## config.mk

```make
export PLATFORM = sky130hd
export DESIGN_NAME = pipelineCpu
export DESIGN_NICKNAME = d
export VERILOG_FILES = /design/src/common/cpuPkg.sv /design/src/common/pipeIf.sv /design/src/hw/fetch/fetchUnit.sv /design/src/hw/decode/regFile.sv /design/src/hw/decode/hazardUnit.sv /design/src/hw/decode/decodeUnit.sv /design/src/hw/execute/executeUnit.sv /design/src/hw/memory/memoryStage.sv /design/src/hw/pipelineCpu.sv
export SDC_FILE = /design/constraint.sdc
export NUM_CORES = 1
export LEC_CHECK = 0
export BUFFER_PORTS_ARGS = -buffer_cell sky130_fd_sc_hd__buf_2
export CAP_MARGIN = 20
export CORE_AREA = 4 4 183 185
export CTS_CLUSTER_DIAMETER = 30
export DETAILED_ROUTE_END_ITERATION = 12
export DIE_AREA = 0 0 187 189
export HOLD_SLACK_MARGIN = 0.06
export SYNTH_ARGS = -nofsm -noshare
export SYNTH_HDL_FRONTEND = slang
export SYNTH_SLANG_ARGS = --single-unit
```

## constraint.sdc

```tcl
create_clock -name clock -period 10.8 [get_ports clock]
set_input_delay 1.62 -clock clock [delete_from_list [all_inputs] [get_ports clock]]
set_output_delay 1.62 -clock clock [all_outputs]
set_load 0.05 [all_outputs]
```

## src/common/cpuPkg.sv

```systemverilog
/* ISA types and constants for the 16-bit pipelined CPU. The ISA fixes all widths.
   Opcodes 13 and 15 are reserved and execute as NOP */
package cpuPkg;

  typedef logic [15:0] wordT;
  typedef logic [2:0]  regIndexT;

  // --------------------
  // Opcodes and ALU ops

  typedef enum logic [3:0] {
    opAdd  = 4'd0,
    opSub  = 4'd1,
    opAnd  = 4'd2,
    opOr   = 4'd3,
    opAddi = 4'd4,
    opSubi = 4'd5,
    opAndi = 4'd6,
    opOri  = 4'd7,
    opSt   = 4'd8,
    opLd   = 4'd9,
    opCbz  = 4'd10,
    opCbnz = 4'd11,
    opBu   = 4'd12,   // Unconditional branch B
    opNop  = 4'd14
  } Opcode;

  // Add to Or share encoding with the low opcode bits
  typedef enum logic [2:0] {
    aluAdd  = 3'd0,
    aluSub  = 3'd1,
    aluAnd  = 3'd2,
    aluOr   = 3'd3,
    aluPass = 3'd4
  } AluOp;

  // --------------------
  // Instruction and control words

  typedef struct packed {
    Opcode       op;
    logic [11:0] fields;   // Registers, immediate or branch offset
  } InstrWord;

  typedef struct packed {
    logic regWrite;
    logic memRead;
    logic memWrite;
    logic writeFromMem;      // Writeback takes load data
    logic useImm;            // Operand B is the immediate
    logic branchCond;
    logic branchOnNonZero;   // CBNZ
    logic branchUncond;
    AluOp aluOp;
  } CtrlWord;

  localparam CtrlWord ctrlIdle = '{
    regWrite:        1'b0,
    memRead:         1'b0,
    memWrite:        1'b0,
    writeFromMem:    1'b0,
    useImm:          1'b0,
    branchCond:      1'b0,
    branchOnNonZero: 1'b0,
    branchUncond:    1'b0,
    aluOp:           aluPass
  };

  localparam regIndexT zeroReg  = 3'd7;
  localparam wordT     pcStep   = 16'd2;
  localparam InstrWord nopInstr = '{op: opNop, fields: 12'h000};

endpackage

```

## src/common/pipeIf.sv

```systemverilog
/* Stage-boundary bundles. Both carry register outputs only, so every reader
   sees values that change right after a rising clock edge */
interface decodeExIf;
  import cpuPkg::*;

  CtrlWord  ctrl;
  wordT     pc;
  InstrWord instr;
  wordT     operandA;
  wordT     operandB;
  regIndexT destIndex;

  modport source  (output ctrl, pc, instr, operandA, operandB, destIndex);
  modport sink    (input ctrl, pc, instr, operandA, operandB, destIndex);
  modport monitor (input ctrl, destIndex);   // Hazard compare
endinterface

interface exMemIf;
  import cpuPkg::*;

  CtrlWord  ctrl;
  wordT     aluResult;
  logic     aluZero;
  wordT     branchTarget;
  wordT     storeData;
  regIndexT destIndex;

  modport source  (output ctrl, aluResult, aluZero, branchTarget, storeData, destIndex);
  modport sink    (input ctrl, aluResult, aluZero, branchTarget, storeData, destIndex);
  modport monitor (input ctrl, destIndex);
endinterface

```

## src/hw/fetch/fetchUnit.sv

```systemverilog
/* PC and fetch/decode register. Redirect beats stall; resetAddress must be even */
module fetchUnit #(
  parameter cpuPkg::wordT resetAddress = '0
) (
  input  logic             clock,
  input  logic             reset,
  input  cpuPkg::InstrWord instr,
  input  logic             stall,
  input  logic             redirect,
  input  cpuPkg::wordT     redirectTarget,
  output cpuPkg::wordT     imAddress,
  output cpuPkg::InstrWord fetchedInstr,
  output cpuPkg::wordT     fetchedPc
);
  import cpuPkg::*;

  wordT pc;

  assign imAddress = pc;   // Straight from the register

  always_ff @(posedge clock)
  begin
    if (reset)
    begin
      pc           <= resetAddress;
      fetchedInstr <= nopInstr;
    end
    else if (redirect)
    begin
      pc           <= redirectTarget;
      fetchedInstr <= nopInstr;   // Squash the wrong-path fetch
    end
    else if (!stall)
    begin
      pc           <= pc + pcStep;
      fetchedInstr <= instr;
    end
  end

  // Only meaningful alongside a valid fetchedInstr
  always_ff @(posedge clock)
  begin
    if (!redirect && !stall)
      fetchedPc <= pc;
  end

  // Branch targets come from execute, so this checks the offset math too
  assert property (@(posedge clock) disable iff (reset) pc[0] == 1'b0)
    else $error("PC became odd: %h", pc);

endmodule

```

## src/hw/decode/regFile.sv

```systemverilog
/* Eight-entry register file. Register 7 reads as zero and ignores writes;
   a writeback in the same cycle is passed through to the read ports */
module regFile (
  input  logic             clock,
  input  logic             reset,
  input  cpuPkg::regIndexT readIndexA,
  input  cpuPkg::regIndexT readIndexB,
  output cpuPkg::wordT     readDataA,
  output cpuPkg::wordT     readDataB,
  input  logic             writeEnable,
  input  cpuPkg::regIndexT writeIndex,
  input  cpuPkg::wordT     writeData
);
  import cpuPkg::*;

  wordT regs [0:6];   // No storage for the zero register

  function automatic wordT readPort(regIndexT index);
    if (index == zeroReg)
      return '0;
    else if (writeEnable && writeIndex == index)
      return writeData;   // Write-through
    else
      return regs[index];
  endfunction

  always_comb
  begin
    readDataA = readPort(readIndexA);
    readDataB = readPort(readIndexB);
  end

  always_ff @(posedge clock)
  begin
    if (writeEnable && writeIndex != zeroReg)
      regs[writeIndex] <= writeData;
  end

  // Writeback data comes from the ALU or the external data memory
  assert property (@(posedge clock) disable iff (reset)
    writeEnable |-> !$isunknown(writeData))
    else $error("Unknown value written to r%0d", writeIndex);

endmodule

```

## src/hw/decode/hazardUnit.sv

```systemverilog
/* Stall generation. RAW stalls last two cycles behind any producer;
   a branch holds fetch for two cycles until it resolves in memory */
module hazardUnit (
  input  logic             clock,
  input  logic             reset,
  input  cpuPkg::InstrWord decodeInstr,
  input  logic             issueBranch,
  decodeExIf.monitor       execMon,
  exMemIf.monitor          memMon,
  output logic             stall
);
  import cpuPkg::*;

  regIndexT   srcA;
  regIndexT   srcB;
  logic       execHit;
  logic       memHit;
  logic [1:0] branchCount;

  function automatic logic readsDest(regIndexT src, regIndexT dest);
    return src != zeroReg && src == dest;
  endfunction

  assign srcA = decodeInstr.fields[2:0];
  assign srcB = decodeInstr.fields[5:3];

  assign execHit = execMon.ctrl.regWrite &&
                   (readsDest(srcA, execMon.destIndex) || readsDest(srcB, execMon.destIndex));
  assign memHit  = memMon.ctrl.regWrite &&
                   (readsDest(srcA, memMon.destIndex) || readsDest(srcB, memMon.destIndex));

  assign stall = execHit || memHit || (branchCount != 2'd0);

  // --------------------
  // Branch shadow
  always_ff @(posedge clock)
  begin
    if (reset)
      branchCount <= 2'd0;
    else if (issueBranch)
      branchCount <= 2'd2;   // Resolves two cycles after issue
    else if (branchCount != 2'd0)
      branchCount <= branchCount - 2'd1;
  end

  // The branch sits in execute/memory while the counter reads one
  assert property (@(posedge clock) disable iff (reset)
    branchCount == 2'd1 |-> (memMon.ctrl.branchCond || memMon.ctrl.branchUncond))
    else $error("Branch counter out of step with execute/memory: %0d", branchCount);

endmodule

```

## src/hw/decode/decodeUnit.sv

```systemverilog
/* Decode stage with the decode/execute register. Stall or redirect loads a bubble;
   reserved opcodes decode as NOP */
module decodeUnit (
  input  logic             clock,
  input  logic             reset,
  input  cpuPkg::InstrWord fetchedInstr,
  input  cpuPkg::wordT     fetchedPc,
  input  logic             redirect,
  input  logic             wbWrite,
  input  cpuPkg::regIndexT wbIndex,
  input  cpuPkg::wordT     wbData,
  decodeExIf.source        toExecute,
  output logic             stall,
  decodeExIf.monitor       execMon,
  exMemIf.monitor          memMon
);
  import cpuPkg::*;

  CtrlWord  decoded;
  regIndexT destIndex;
  wordT     readDataA;
  wordT     readDataB;
  logic     issueBranch;

  regFile regs (
    .clock       (clock),
    .reset       (reset),
    .readIndexA  (fetchedInstr.fields[2:0]),
    .readIndexB  (fetchedInstr.fields[5:3]),
    .readDataA   (readDataA),
    .readDataB   (readDataB),
    .writeEnable (wbWrite),
    .writeIndex  (wbIndex),
    .writeData   (wbData)
  );

  hazardUnit hazards (
    .clock       (clock),
    .reset       (reset),
    .decodeInstr (fetchedInstr),
    .issueBranch (issueBranch),
    .execMon     (execMon),
    .memMon      (memMon),
    .stall       (stall)
  );

  // --------------------
  // Opcode decode
  always_comb
  begin
    decoded = ctrlIdle;
    case (fetchedInstr.op)
      opAdd, opSub, opAnd, opOr:
      begin
        decoded.regWrite = 1'b1;
        decoded.aluOp    = AluOp'({1'b0, fetchedInstr.op[1:0]});   // Low bits pick the op
      end
      opAddi, opSubi, opAndi, opOri:
      begin
        decoded.regWrite = 1'b1;
        decoded.useImm   = 1'b1;
        decoded.aluOp    = AluOp'({1'b0, fetchedInstr.op[1:0]});
      end
      opLd:
      begin
        decoded.regWrite     = 1'b1;
        decoded.memRead      = 1'b1;
        decoded.writeFromMem = 1'b1;
        decoded.useImm       = 1'b1;
        decoded.aluOp        = aluAdd;   // Base plus offset
      end
      opSt:
      begin
        decoded.memWrite = 1'b1;
        decoded.useImm   = 1'b1;
        decoded.aluOp    = aluAdd;
      end
      opCbz:
        decoded.branchCond = 1'b1;       // ALU passes the tested register
      opCbnz:
      begin
        decoded.branchCond      = 1'b1;
        decoded.branchOnNonZero = 1'b1;
      end
      opBu:
        decoded.branchUncond = 1'b1;
      default:
        decoded = ctrlIdle;              // NOP and reserved codes
    endcase
  end

  // R-type writes bits 8:6, everything else bits 5:3
  assign destIndex = (fetchedInstr.op inside {opAdd, opSub, opAnd, opOr}) ?
                     fetchedInstr.fields[8:6] : fetchedInstr.fields[5:3];

  assign issueBranch = (decoded.branchCond || decoded.branchUncond) && !stall && !redirect;

  // --------------------
  // Decode/execute register
  always_ff @(posedge clock)
  begin
    if (reset || stall || redirect)
      toExecute.ctrl <= ctrlIdle;   // Bubble
    else
      toExecute.ctrl <= decoded;
  end

  always_ff @(posedge clock)
  begin
    toExecute.pc        <= fetchedPc;
    toExecute.instr     <= fetchedInstr;
    toExecute.operandA  <= readDataA;
    toExecute.operandB  <= readDataB;
    toExecute.destIndex <= destIndex;
  end

endmodule

```

## src/hw/execute/executeUnit.sv

```systemverilog
/* Execute stage with the execute/memory register. Immediates and branch
   offsets are sign-extended; offsets count instructions, not bytes */
module executeUnit (
  input logic      clock,
  input logic      reset,
  decodeExIf.sink  fromDecode,
  exMemIf.source   toMemory
);
  import cpuPkg::*;

  wordT immExt;
  wordT aluB;
  wordT aluResult;
  wordT condOffset;
  wordT uncondOffset;
  wordT branchTarget;

  assign immExt = {{10{fromDecode.instr.fields[11]}}, fromDecode.instr.fields[11:6]};
  assign aluB   = fromDecode.ctrl.useImm ? immExt : fromDecode.operandB;

  // --------------------
  // ALU
  always_comb
  begin
    case (fromDecode.ctrl.aluOp)
      aluAdd:  aluResult = fromDecode.operandA + aluB;
      aluSub:  aluResult = fromDecode.operandA - aluB;
      aluAnd:  aluResult = fromDecode.operandA & aluB;
      aluOr:   aluResult = fromDecode.operandA | aluB;
      default: aluResult = fromDecode.operandA;   // Pass for CBZ and CBNZ
    endcase
  end

  // Byte offsets from the 9-bit and 12-bit fields
  assign condOffset   = {{6{fromDecode.instr.fields[11]}}, fromDecode.instr.fields[11:3], 1'b0};
  assign uncondOffset = {{3{fromDecode.instr.fields[11]}}, fromDecode.instr.fields[11:0], 1'b0};
  assign branchTarget = fromDecode.pc +
                        (fromDecode.ctrl.branchUncond ? uncondOffset : condOffset);

  // --------------------
  // Execute/memory register
  always_ff @(posedge clock)
  begin
    if (reset)
      toMemory.ctrl <= ctrlIdle;
    else
      toMemory.ctrl <= fromDecode.ctrl;
  end

  always_ff @(posedge clock)
  begin
    toMemory.aluResult    <= aluResult;
    toMemory.aluZero      <= (aluResult == '0);
    toMemory.branchTarget <= branchTarget;
    toMemory.storeData    <= fromDecode.operandB;   // Register at bits 5:3
    toMemory.destIndex    <= fromDecode.destIndex;
  end

endmodule

```

## src/hw/memory/memoryStage.sv

```systemverilog
/* Memory and writeback stage. The external data memory must answer in the same
   cycle; branches resolve here and redirect fetch combinationally */
module memoryStage (
  input  logic             clock,
  input  logic             reset,
  exMemIf.sink             fromExecute,
  output cpuPkg::wordT     memAddress,
  output cpuPkg::wordT     memWriteData,
  output logic             memRead,
  output logic             memWrite,
  input  cpuPkg::wordT     memReadData,
  output logic             redirect,
  output cpuPkg::wordT     redirectTarget,
  output logic             wbWrite,
  output cpuPkg::regIndexT wbIndex,
  output cpuPkg::wordT     wbData
);
  import cpuPkg::*;

  logic wbFromMem;
  wordT wbLoad;
  wordT wbAlu;

  // Data port straight from execute/memory
  assign memAddress   = fromExecute.aluResult;
  assign memWriteData = fromExecute.storeData;
  assign memRead      = fromExecute.ctrl.memRead;
  assign memWrite     = fromExecute.ctrl.memWrite;

  // Taken when zero flag matches the branch sense
  assign redirect = fromExecute.ctrl.branchUncond ||
                    (fromExecute.ctrl.branchCond &&
                     (fromExecute.aluZero != fromExecute.ctrl.branchOnNonZero));
  assign redirectTarget = fromExecute.branchTarget;

  // --------------------
  // Writeback register
  always_ff @(posedge clock)
  begin
    if (reset)
    begin
      wbWrite   <= 1'b0;
      wbFromMem <= 1'b0;
    end
    else
    begin
      wbWrite   <= fromExecute.ctrl.regWrite;
      wbFromMem <= fromExecute.ctrl.writeFromMem;
    end
  end

  always_ff @(posedge clock)
  begin
    wbIndex <= fromExecute.destIndex;
    wbLoad  <= memReadData;
    wbAlu   <= fromExecute.aluResult;
  end

  assign wbData = wbFromMem ? wbLoad : wbAlu;

  // Decode must never build a control word with both
  assert property (@(posedge clock) disable iff (reset) !(memRead && memWrite))
    else $error("memRead and memWrite both high at %h", memAddress);

endmodule

```

## src/hw/pipelineCpu.sv

```systemverilog
/* Four-stage 16-bit CPU. Instruction and data memories are external and read
   combinationally; data memory is word addressed by memAddress[7:1] */
module pipelineCpu #(
  parameter cpuPkg::wordT resetAddress = '0
) (
  input  logic             clock,
  input  logic             reset,
  output cpuPkg::wordT     imAddress,
  input  cpuPkg::InstrWord instr,
  output cpuPkg::wordT     memAddress,
  output cpuPkg::wordT     memWriteData,
  output logic             memRead,
  output logic             memWrite,
  input  cpuPkg::wordT     memReadData
);
  import cpuPkg::*;

  InstrWord fetchedInstr;
  wordT     fetchedPc;
  logic     stall;
  logic     redirect;
  wordT     redirectTarget;
  logic     wbWrite;
  regIndexT wbIndex;
  wordT     wbData;

  decodeExIf decodeEx ();
  exMemIf    exMem ();

  fetchUnit #(
    .resetAddress (resetAddress)
  ) fetch (
    .clock          (clock),
    .reset          (reset),
    .instr          (instr),
    .stall          (stall),
    .redirect       (redirect),
    .redirectTarget (redirectTarget),
    .imAddress      (imAddress),
    .fetchedInstr   (fetchedInstr),
    .fetchedPc      (fetchedPc)
  );

  decodeUnit decode (
    .clock        (clock),
    .reset        (reset),
    .fetchedInstr (fetchedInstr),
    .fetchedPc    (fetchedPc),
    .redirect     (redirect),
    .wbWrite      (wbWrite),
    .wbIndex      (wbIndex),
    .wbData       (wbData),
    .toExecute    (decodeEx),
    .stall        (stall),
    .execMon      (decodeEx),
    .memMon       (exMem)
  );

  executeUnit execute (
    .clock      (clock),
    .reset      (reset),
    .fromDecode (decodeEx),
    .toMemory   (exMem)
  );

  memoryStage memory (
    .clock          (clock),
    .reset          (reset),
    .fromExecute    (exMem),
    .memAddress     (memAddress),
    .memWriteData   (memWriteData),
    .memRead        (memRead),
    .memWrite       (memWrite),
    .memReadData    (memReadData),
    .redirect       (redirect),
    .redirectTarget (redirectTarget),
    .wbWrite        (wbWrite),
    .wbIndex        (wbIndex),
    .wbData         (wbData)
  );

endmodule

```

Word-level counts from Yosys, hierarchy flattened
Memories as Yosys holds them, arrays and structs flattened. A register that Yosys moved wholly into a read port is not among the register bits.
Cells that the tools add are included.
{ "classes": {"addsub": 5, "n_eq_ne": 26, "mux": 19, "bitwise": 2, "n_reduce_logical": 34} }
{ "ops": {"columns": ["op", "n"], "rows": [
  ["16-bit 2-to-1 mux", 4],
  ["16-bit one-hot mux with 4 select lines", 1],
  ["16-bit adder", 2],
  ["4-bit equality test, second input constant", 5],
  ["16-bit by 2-bit adder with 16-bit output, second input constant", 1],
  ["16-bit bitwise AND", 1],
  ["4-bit by 3-bit equality test with 1-bit output, second input constant", 4],
  ["16-bit logical NOT", 1],
  ["16-bit OR", 1],
  ["16-bit subtractor", 1],
  ["3-bit equality test", 4],
  ["12-bit 2-to-1 mux", 1],
  ["1-bit logical AND", 11],
  ["1-bit 2-to-1 mux", 9],
  ["3-bit inequality test, second input constant", 3],
  ["9-bit OR reduction", 1],
  ["4-bit by 2-bit equality test with 1-bit output, second input constant", 2],
  ["1-bit logical OR", 8],
  ["2-bit OR reduction", 4],
  ["8-bit OR reduction", 1],
  ["3-bit by 2-bit equality test with 1-bit output, second input constant", 2],
  ["3-bit equality test, second input constant", 2],
  ["3-bit one-hot mux with 2 select lines", 1],
  ["6-bit OR reduction", 1],
  ["other kinds (12)", 15]
]} }
{ "word_totals": {"ff_bits": 186, "ram_bits": 112, "inputBits": 34, "output_inout_bits": 50, "wordCells": 120, "memories": 1} }
{ "memory_table": {"columns": ["name", "words", "width", "rd", "rd_clocked_by_memory_dff", "wr", "line", "rtl"], "rows": [
  ["decode.regs.regs", 7, 16, 2, 2, 1, "regFile.sv:16", "wordT regs [0:6];"]
]} }

Logic depth before layout (Yosys ltp)
Gate-level depths: netlist of run 1.
{ "logic_depth": {"word_depth": 10, "mapped_depth": 19, "depth_no_buf": 16} }

By module
From an unflattened synthesis of run 1, not the netlist that was laid out.
{ "unflattened": {"hier_cells": 1283, "area_unflattened_um2": 15137.0} }
{ "by_module_without_submodules": {"columns": ["module", "n_inst", "cells_per_inst", "area_per_inst_um2", "seq_area_each_um2"], "rows": [
  ["regFile", 1, 380, 5708.0, 3363.2],
  ["executeUnit", 1, 476, 4087.7, 1261.2],
  ["fetchUnit", 1, 180, 1980.6, 1121.1],
  ["decodeUnit", 1, 104, 1730.4, 1541.5],
  ["memoryStage", 1, 109, 1393.8, 740.7],
  ["hazardUnit", 1, 34, 236.5, 40.0]
]} }

Worst setup path after synthesis of run 1
Ideal clock, no wire load.
{ "synth_path": {"path_type": "register to register", "startpoint": "register decode.toExecute.ctrl[6] (netlist name)", "endpoint": "register execute.toMemory.aluZero", "setup_ns": 0.092, "t_arrival_ns": 3.559, "required_ns": 10.708, "setup_slack_ns": 7.149, "stages_incl_launch_ff": 19, "n_path_buf": 2, "synth_period_minus_slack_ns": 3.651, "path_cell_list": "dfxtp_1 -> buf_2 -> buf_6 -> mux2i_1 -> ha_1 -> nand3_1 -> nor2_1 -> and3_1 -> nor2_1 -> xnor2_1 -> ha_1 -> a21o_1 -> a31o_2 -> and3_1 -> a2111oi_2 -> o21ai_1 -> xnor2_1 -> o21ai_1 -> nor4_1"} }
{ "synth_between": {"elab_chain_len": 4, "word_cells_on_any_way": 7, "cone_classes": "add/sub: 2; mux: 2; bitwise: 2; reduce/logical: 1"} }
{ "synth_rtl": {"columns": ["element", "line", "rtl"], "rows": [
  ["16-bit 2-to-1 mux (*)", "executeUnit.sv:19", "assign aluB = fromDecode.ctrl.useImm ? immExt : fromDecode.operandB;"],
  ["16-bit subtractor, or another cell as far along", "executeUnit.sv:27", "aluSub: aluResult = fromDecode.operandA - aluB;"],
  ["16-bit one-hot mux with 4 select lines (*)", "executeUnit.sv:25", "case (fromDecode.ctrl.aluOp)"],
  ["net execute.aluResult[15]", "executeUnit.sv:13", "wordT aluResult;"],
  ["16-bit logical NOT (*)", "executeUnit.sv:53", "toMemory.aluZero <= (aluResult == '0);"],
  ["to (signal assigned)", "executeUnit.sv:53", null],
  ["to (decl)", "pipeIf.sv:28", "modport source (output ctrl, aluResult, aluZero, branchTarget, storeData, destIndex);"]
]} }
Mark *: on every way through the listed nets, which the timed path passes. The rest lies on a longest branch.
A chain may end at the register's enable or synchronous reset.

Worst setup path after layout of run 1
{ "layout_path": {"startpoint": "register decode.toExecute.ctrl[1] (netlist name)", "endpoint": "register execute.toMemory.aluZero"} }
{ "layout_between": {"elab_chain_len": 3, "word_cells_on_any_way": 6, "cone_classes": "eq/ne: 3; mux: 1; reduce/logical: 2"} }
{ "layout_rtl": {"columns": ["element", "line"], "rows": [
  ["3-bit by 2-bit equality test with 1-bit output, or another cell as far along", "executeUnit.sv:25"],
  ["16-bit one-hot mux with 4 select lines (*)", "executeUnit.sv:25"],
  ["net execute.aluResult[10]", "executeUnit.sv:13"],
  ["16-bit logical NOT (*)", "executeUnit.sv:53"]
]} }
Marked as above.

==> results of run 1 <==
==> worst paths after layout <==
check | startpoint | endpoint | cells after the start
min | fetch.fetchedPc[8]$_DFFE_PP_ | decode.toExecute.pc[8]$_DFF_P_ | 0
max reg2reg | decode.toExecute.ctrl[1]$_SDFF_PP0_ | execute.toMemory.aluZero$_DFF_P_ | 14
max | decode.toExecute.ctrl[1]$_SDFF_PP0_ | execute.toMemory.aluZero$_DFF_P_ | 14
min reg2reg | fetch.fetchedPc[8]$_DFFE_PP_ | decode.toExecute.pc[8]$_DFF_P_ | 0
==> kinds of logic (layout without fill, tap and decap cells) <==
logic type	Yosys count	in the layout	share of synthesized area
AND/OR/NAND/NOR	309	309	0.1079
buffers and inverters	109	260	0.03144
adder cells (fa/ha/maj)	35	35	0.03188
multiplexers	120	120	0.1139
XOR/XNOR	56	56	0.03452
flip-flops	330	330	0.5551
AO/OA/AOI/OAI	264	264	0.1253
==> metrics by stage <==
step / hold WS, ps / instances / util / worst slack, ps / power, W
floorplan: 309.6 / 1223 / - / 7149 / 0.002471
global placement: 316.6 / 1662 / 0.4681 / 6283 / 0.002763
detailed placement: 323.6 / 1662 / 0.4681 / 6187 / 0.002767
CTS: 338.0 / 1782 / 0.5416 / 6143 / 0.004887
global route: 338.0 / 1782 / 0.5416 / 5771 / 0.005087
finish: 336.3 / 1782 / 0.5416 / 6101 / 0.004851
==> routing by layer <==
layer | share of wire | GRT usage
met4 | 0.020 | 0.06086
met2 | 0.48 | 0.3235
met1 | 0.45 | 0.2578
met5 | 0 | 0
met3 | 0.052 | 0.04185
==> power by group through the flow <==
stage / logic (W) / registers (W) / clock network [W]
2_1_floorplan: 0.000686 / 0.00179 / 0
5_1_grt: 0.00115 / 0.00173 / 0.00220
3_3_place_gp: 0.00103 / 0.00173 / 0
4_1_cts: 0.00105 / 0.00171 / 0.00213
3_5_place_dp: 0.00104 / 0.00172 / 0
6_report: 0.00105 / 0.00171 / 0.00209
==> cells in the mapped netlist, types with 12 or more instances <==
library cell,n,area [um2]
inv_1,39,146.4
ha_1,33,412.9
edfxtp_1,128,3844
a21oi_1,39,195.2
nand2_1,99,371.6
buf_2,12,60.06
xor2_1,22,192.7
mux2i_1,76,760.7
nor2b_1,46,287.8
nor3_1,14,70.07
mux4_2,32,720.7
dfxtp_1,202,4044
xnor2_1,34,297.8
o21ai_0,64,320.3
nand2b_1,12,75.07
clkbuf_1,44,165.2
nor2_1,74,277.8
a211oi_1,79,593.1
==> final cells by class <==
class                           count  share of cell area
Sequential cell                   330              0.4548
Clock buffer                       85              0.1088
Timing Repair Buffer               99             0.03086
Tap cell                          408             0.02942
Inverter                           41            0.008869
Clock inverter                     35             0.02682
Multi-Input combinational cell    784              0.3404
==> flip-flops by register name, summed over array words and instances (netlist names) <==
name and count:
decode.hazards.branchCount 2, decode.regs.regs 112, decode.toExecute.ctrl 10, decode.toExecute.destIndex 3, decode.toExecute.instr 12, decode.toExecute.operandA 16
decode.toExecute.operandB 16, decode.toExecute.pc 16, execute.toMemory.aluResult 16, execute.toMemory.aluZero 1, execute.toMemory.branchTarget 16, execute.toMemory.ctrl 6
execute.toMemory.destIndex 3, execute.toMemory.storeData 16, fetch.fetchedInstr 16, fetch.fetchedPc 16, fetch.imAddress 16, memory.wbAlu 16
memory.wbFromMem 1, memory.wbIndex 3, memory.wbLoad 16, memory.wbWrite 1
==> worst max-delay path: stages (launching register included) <==
cell,delay (ps)
dfxtp_1,760
clkinv_1,470
nand2_1,530
nor2_1,310
nor2_1,200
xor2_1,170
ha_1,310
a211oi_2,280
o21ai_1,170
a31oi_1,330
mux2i_1,130
a22o_1,260
nor4_1,300
nand4b_1,160
nor4_1,200
==> run metrics, run 1 <==
Lkg Pwr=approximately 6.7 nW; Avg Vias per Cell=roughly 5.4; final worst-path cycle share=0.4351; Worst Max-Slew Pin Slew=984.3 ps; routed via count=9562; FF+latch area=between 7000 and 8000 um2; DRC viols=0; post-synthesis average cell area=between 10 and 15 um2; r2r setup slk=between 6000 and 7000 ps; post-synth net total=~1300; fraction of registers with async set/reset=0; Die H=approximately 190 um; post-detail-place hpwl=23.61 mm; antenna viol nets, final=0; Power Dens Cells=around 280 nW/um2; Synth Register Bits=330; Final Hold Fails=0; EDFF count, synth=128; Die Wd=between 150 and 200 um; fin. max-slew vios=0; routability cong.=just under 0.9; crit path capture type=flop; die footprint=35340 um2; vias in the first global route=~9700; H-tree levels=3; CTS clk-pin slew, worst paths=40 ps; total track usage=0.1948; total CTS buffers=66; Design Area, Final=~17000 um2; Final setup violation count=0; Max Fclk=0.2128 GHz; Critical Path RT=between 10000 and 15000 ps; final-layout fill cell count=around 2700; setup TNS=0 ps; Net Sw Power=0.001472 W; synthesized instance count=around 1200; TritonCTS clock tree=done; Site Rows=66; IO Pins=84; most frequent cells in the layout=dfxtp_1 (198), edfxtp_1 (128), nand2_1 (99), buf_2 (83), a211oi_1 (79); yosys warns=0; post-CTS sizing=0; critical-path maximum fanout=20; crit path kind=reg -> reg; area taken by multi-input logic gates=approximately 6000 um2; placed inst area=roughly 15000 um2; maximum vdd drop=about 0.00015 V; mapped cell area=around 14000 um2; max cap viols=0; crit path DAT=5140 ps; Core Footprint=between 30000 and 40000 um2; sequential share of power=0.352; Pint=between 0.003 and 0.004 W; initial antenna violation count=3; # hold bufs at CTS=0; predominant post-synthesis flop cell=dfxtp_1; post-CTS setup buffers=0; gr ovfl total=0; initial DRC count=731; sequential cell area fraction in the yosys report=0.5551; clock latency on the worst-skew pair=around 560 ps; n_diodes=0; Comb pwr share=0.217; Initial Util=0.4435; first-pass GRT wire length=between 50 and 60 mm; final WL=around 34 mm; CTS max path bufs=3; most common cell after layout, fill and taps aside=dfxtp_1; clock share of power=0.432; Startpoint Class=flop; clk_skew=between 20 and 30 ps; per-cell routed wire length=approximately 19 um; Net Sw Frac=0.3034; relative slew slack=0.3417; Netlist cell types=72; RSZ-0062 raised after global routing=no; outcome=finished, final reports clean; largest net degree at the start of global routing=58; Worst Hold Class=reg -> reg; Initial DRT Pass Iterations=5; clk root buf=clkbuf_16; Tmin final=roughly 4700 ps; clk sinks=330; layout cells sized above 1=0.2038; Nets=around 1400; area grow syn2layout=22.12%; PortBufs=between 80 and 90
No activity file was read; power rests on OpenSTA's default activity.
==> run 2, diff against run 1 <==
- clock period: 10.8 -> 3.8 ns (I/O delays scaled with it)
==> run 2 against run 1 <==
Compared with the run above: utilization rose by 0.77 points; global-route usage is 0.45 points higher; flip-flop and latch count unchanged; routed wire length increased by 3.0%; cell count up 2.1%.
==> run metrics, run 2 (synthesized netlist as in run 1, its figures left out) <==
layout cells sized above 1=0.2325 (was 0.2038); Avg Vias per Cell=5.418 (was 5.366); total CTS buffers=66 (unchanged); relative slew slack=0.3230 (was 0.3417); largest net degree at the start of global routing=47 (was 58); CTS clk-pin slew, worst paths=50 ps (was 40 ps); area grow syn2layout=23.84% (was 22.12%); maximum vdd drop=0.0003453 V (was 0.0001453 V); crit path kind=reg -> reg (unchanged); routed via count=9855 (was 9562); Largest stage delay, worst path=540 ps (was 760 ps); die footprint=35340 um2 (unchanged); per-cell routed wire length=19.49 um (was 19.31 um); total track usage=0.1993 (was 0.1948); CTS max path bufs=3 (unchanged); critical-path maximum fanout=7 (was 20); FF+latch area=7896 um2 (was 7893 um2); Hold Path Sink=memory.wbLoad[4]$_DFF_P_ (was decode.toExecute.pc[8]$_DFF_P_); Startpoint Class=flop (unchanged); clock latency on the worst-skew pair=550 ps (was 560 ps); Worst Hold Class=in -> reg (was reg -> reg); initial DRC count=556 (was 731); clk sinks=330 (unchanged); Core Footprint=32040 um2 (unchanged); TritonCTS clock tree=done (unchanged); Worst Max-Slew Pin Slew=1012 ps (was 984.3 ps); n_diodes=0 (unchanged); setup TNS=0 ps (unchanged); gr ovfl total=0 (unchanged); Hold Startpoint=memReadData[4] (was fetch.fetchedPc[8]$_DFFE_PP_); CP max-delay cell=or4_4 (was dfxtp_1); post-detail-place hpwl=24.63 mm (was 23.61 mm); Initial Util=0.4435 (unchanged); most frequent cells in the layout=dfxtp_1 (197), edfxtp_1 (128), nand2_1 (99), buf_2 (83), a211oi_1 (78) (was dfxtp_1 (198), edfxtp_1 (128), nand2_1 (99), buf_2 (83), a211oi_1 (79)); max cap viols=0 (unchanged); Final Hold Fails=0 (unchanged); PortBufs=83 (unchanged); Initial DRT Pass Iterations=5 (unchanged); Site Rows=66 (unchanged); Crit path buffers/inverters=0 (was 1); Reg2Reg Depth=16 (was 14); clk root buf=clkbuf_16 (unchanged); Die H=189 um (unchanged); Top Family by Delay on Critical Path=simple AND/OR/NAND/NOR gates (unchanged); Nets=1431 (was 1391); Tmin final=3603 ps (was 4699 ps); antenna viol nets, final=0 (unchanged); final worst-path cycle share=0.9482 (was 0.4351); outcome=finished, final reports clean (unchanged); Max Fclk=0.2775 GHz (was 0.2128 GHz); H-tree levels=3 (unchanged); routability cong.=0.8680 (was 0.8886); Hold Path Depth=1 (was 0); DRC viols=0 (unchanged); first-pass GRT wire length=55.69 mm (was 54.25 mm); R2R Path End=execute.toMemory.aluZero$_DFF_P_ (unchanged); crit-path cells=or4_4 -> o31ai_2 -> nand2_1 -> nor2_2 -> and3_4 -> nor2_1 -> xnor2_1 -> ha_1 -> a21o_1 -> a31o_2 -> and3_1 -> a2111oi_4 -> xnor2_1 -> nor2_1 -> a221oi_2 -> nor4_2 (was clkinv_1 -> nand2_1 -> nor2_1 -> nor2_1 -> xor2_1 -> ha_1 -> a211oi_2 -> o21ai_1 -> a31oi_1 -> mux2i_1 -> a22o_1 -> nor4_1 -> nand4b_1 -> nor4_1); Power Total=0.01369 W (was 0.004851 W); Lkg Pwr=6.873 nW (was 6.750 nW); final-layout fill cell count=2720 (was 2709); area taken by multi-input logic gates=5988 um2 (was 5907 um2); Reg-to-Reg Start=decode.toExecute.ctrl[6]$_SDFF_PP0_ (was decode.toExecute.ctrl[1]$_SDFF_PP0_); final WL=35.45 mm (was 34.40 mm); clk_skew=21.81 ps (was 25.02 ps); initial antenna violation count=0 (was 3); IO Pins=84 (unchanged); fin. max-slew vios=0 (unchanged); max reg flops=112 (unchanged); Crit path depth=16 (was 14); largest register by flop count=decode.regs.regs (unchanged); vias in the first global route=9945 (was 9660); r2r setup slk=200 ps (was 6100 ps); Final setup violation count=0 (unchanged); crit path capture type=flop (unchanged); Die Wd=187 um (unchanged); most common cell after layout, fill and taps aside=dfxtp_1 (unchanged); # hold bufs at CTS=0 (unchanged); Power Dens Cells=778.0 nW/um2 (was 279.5 nW/um2); Critical Path RT=4230 ps (was 11240 ps); crit path DAT=4030 ps (was 5140 ps)
==> run 2: cell count changes in the layout (fill, tap and decap cells not counted), sizes merged <==
cell / before / now
inv: 41 / 45
clkinv: 23 / 16
clkinvlp: 3 / 7
buf: 99 / 139
bufinv: 9 / 5
==> run 2: area by class of cell <==
cell class,count,area share
Clock buffer,85,0.1061
Inverter,41,0.008745
Multi-Input combinational cell,784,0.3403
Sequential cell,330,0.4487
Timing Repair Buffer,139,0.04749
Tap cell,408,0.02901
Clock inverter,32,0.01969
==> run 2: power breakdown <==
part           leakage (nW)  total [W]  switching, W  internal [W]
logic                  2.93    0.00326       0.00202       0.00124
clock network          1.07    0.00562       0.00182       0.00380
registers              2.88    0.00481      0.000420       0.00439
total                  6.87     0.0137       0.00426       0.00943
==> run 2: per-layer routing <==
layer / global-route usage / part of all wire / up-vias
met5: 0 / 0 / -
met4: 0.07708 / 0.029 / 0
met3: 0.03687 / 0.048 / 73
met2: 0.3258 / 0.47 / 237
met1: 0.2658 / 0.45 / 4765
li1: - / - / 4780
==> run 2: how the worst max path moves through the flow <==
| stage | from | slack (ps) | endpoint |
|---|---|---|---|
| 2_1_floorplan | decode.toExecute.ctrl[6]$_SDFF_PP0_ | 150 | execute.toMemory.aluZero$_DFF_P_ |
| 3_3_place_gp | decode.toExecute.ctrl[6]$_SDFF_PP0_ | 160 | execute.toMemory.aluZero$_DFF_P_ |
| 3_5_place_dp | decode.toExecute.ctrl[6]$_SDFF_PP0_ | 130 | execute.toMemory.aluZero$_DFF_P_ |
| 4_1_cts | decode.toExecute.ctrl[6]$_SDFF_PP0_ | 80 | execute.toMemory.aluZero$_DFF_P_ |
| 5_1_grt | decode.toExecute.ctrl[6]$_SDFF_PP0_ | -10 | execute.toMemory.aluZero$_DFF_P_ |
| 6_report | decode.toExecute.ctrl[6]$_SDFF_PP0_ | 200 | execute.toMemory.aluZero$_DFF_P_ |
==> run 2: timing repair <==
action	in CTS	in global routing
endpoints found under the setup margin	0	4
setup buffers	0	1
gates resized for setup	0	18
==> run 2: through the flow <==
step                hold slack, ps  utilization  cell area (um2)  std cells  worst slack, ps
floorplan                    309.6            -            14210       1223            149.5
global placement             319.0       0.4773            15290       1701            160.3
detailed placement           322.9       0.4773            15290       1701            130.9
CTS                          91.15       0.5464            17510       1818            78.16
global route                 95.01       0.5492            17600       1819           -11.28
finish                       122.3       0.5492            17600       1819            196.7
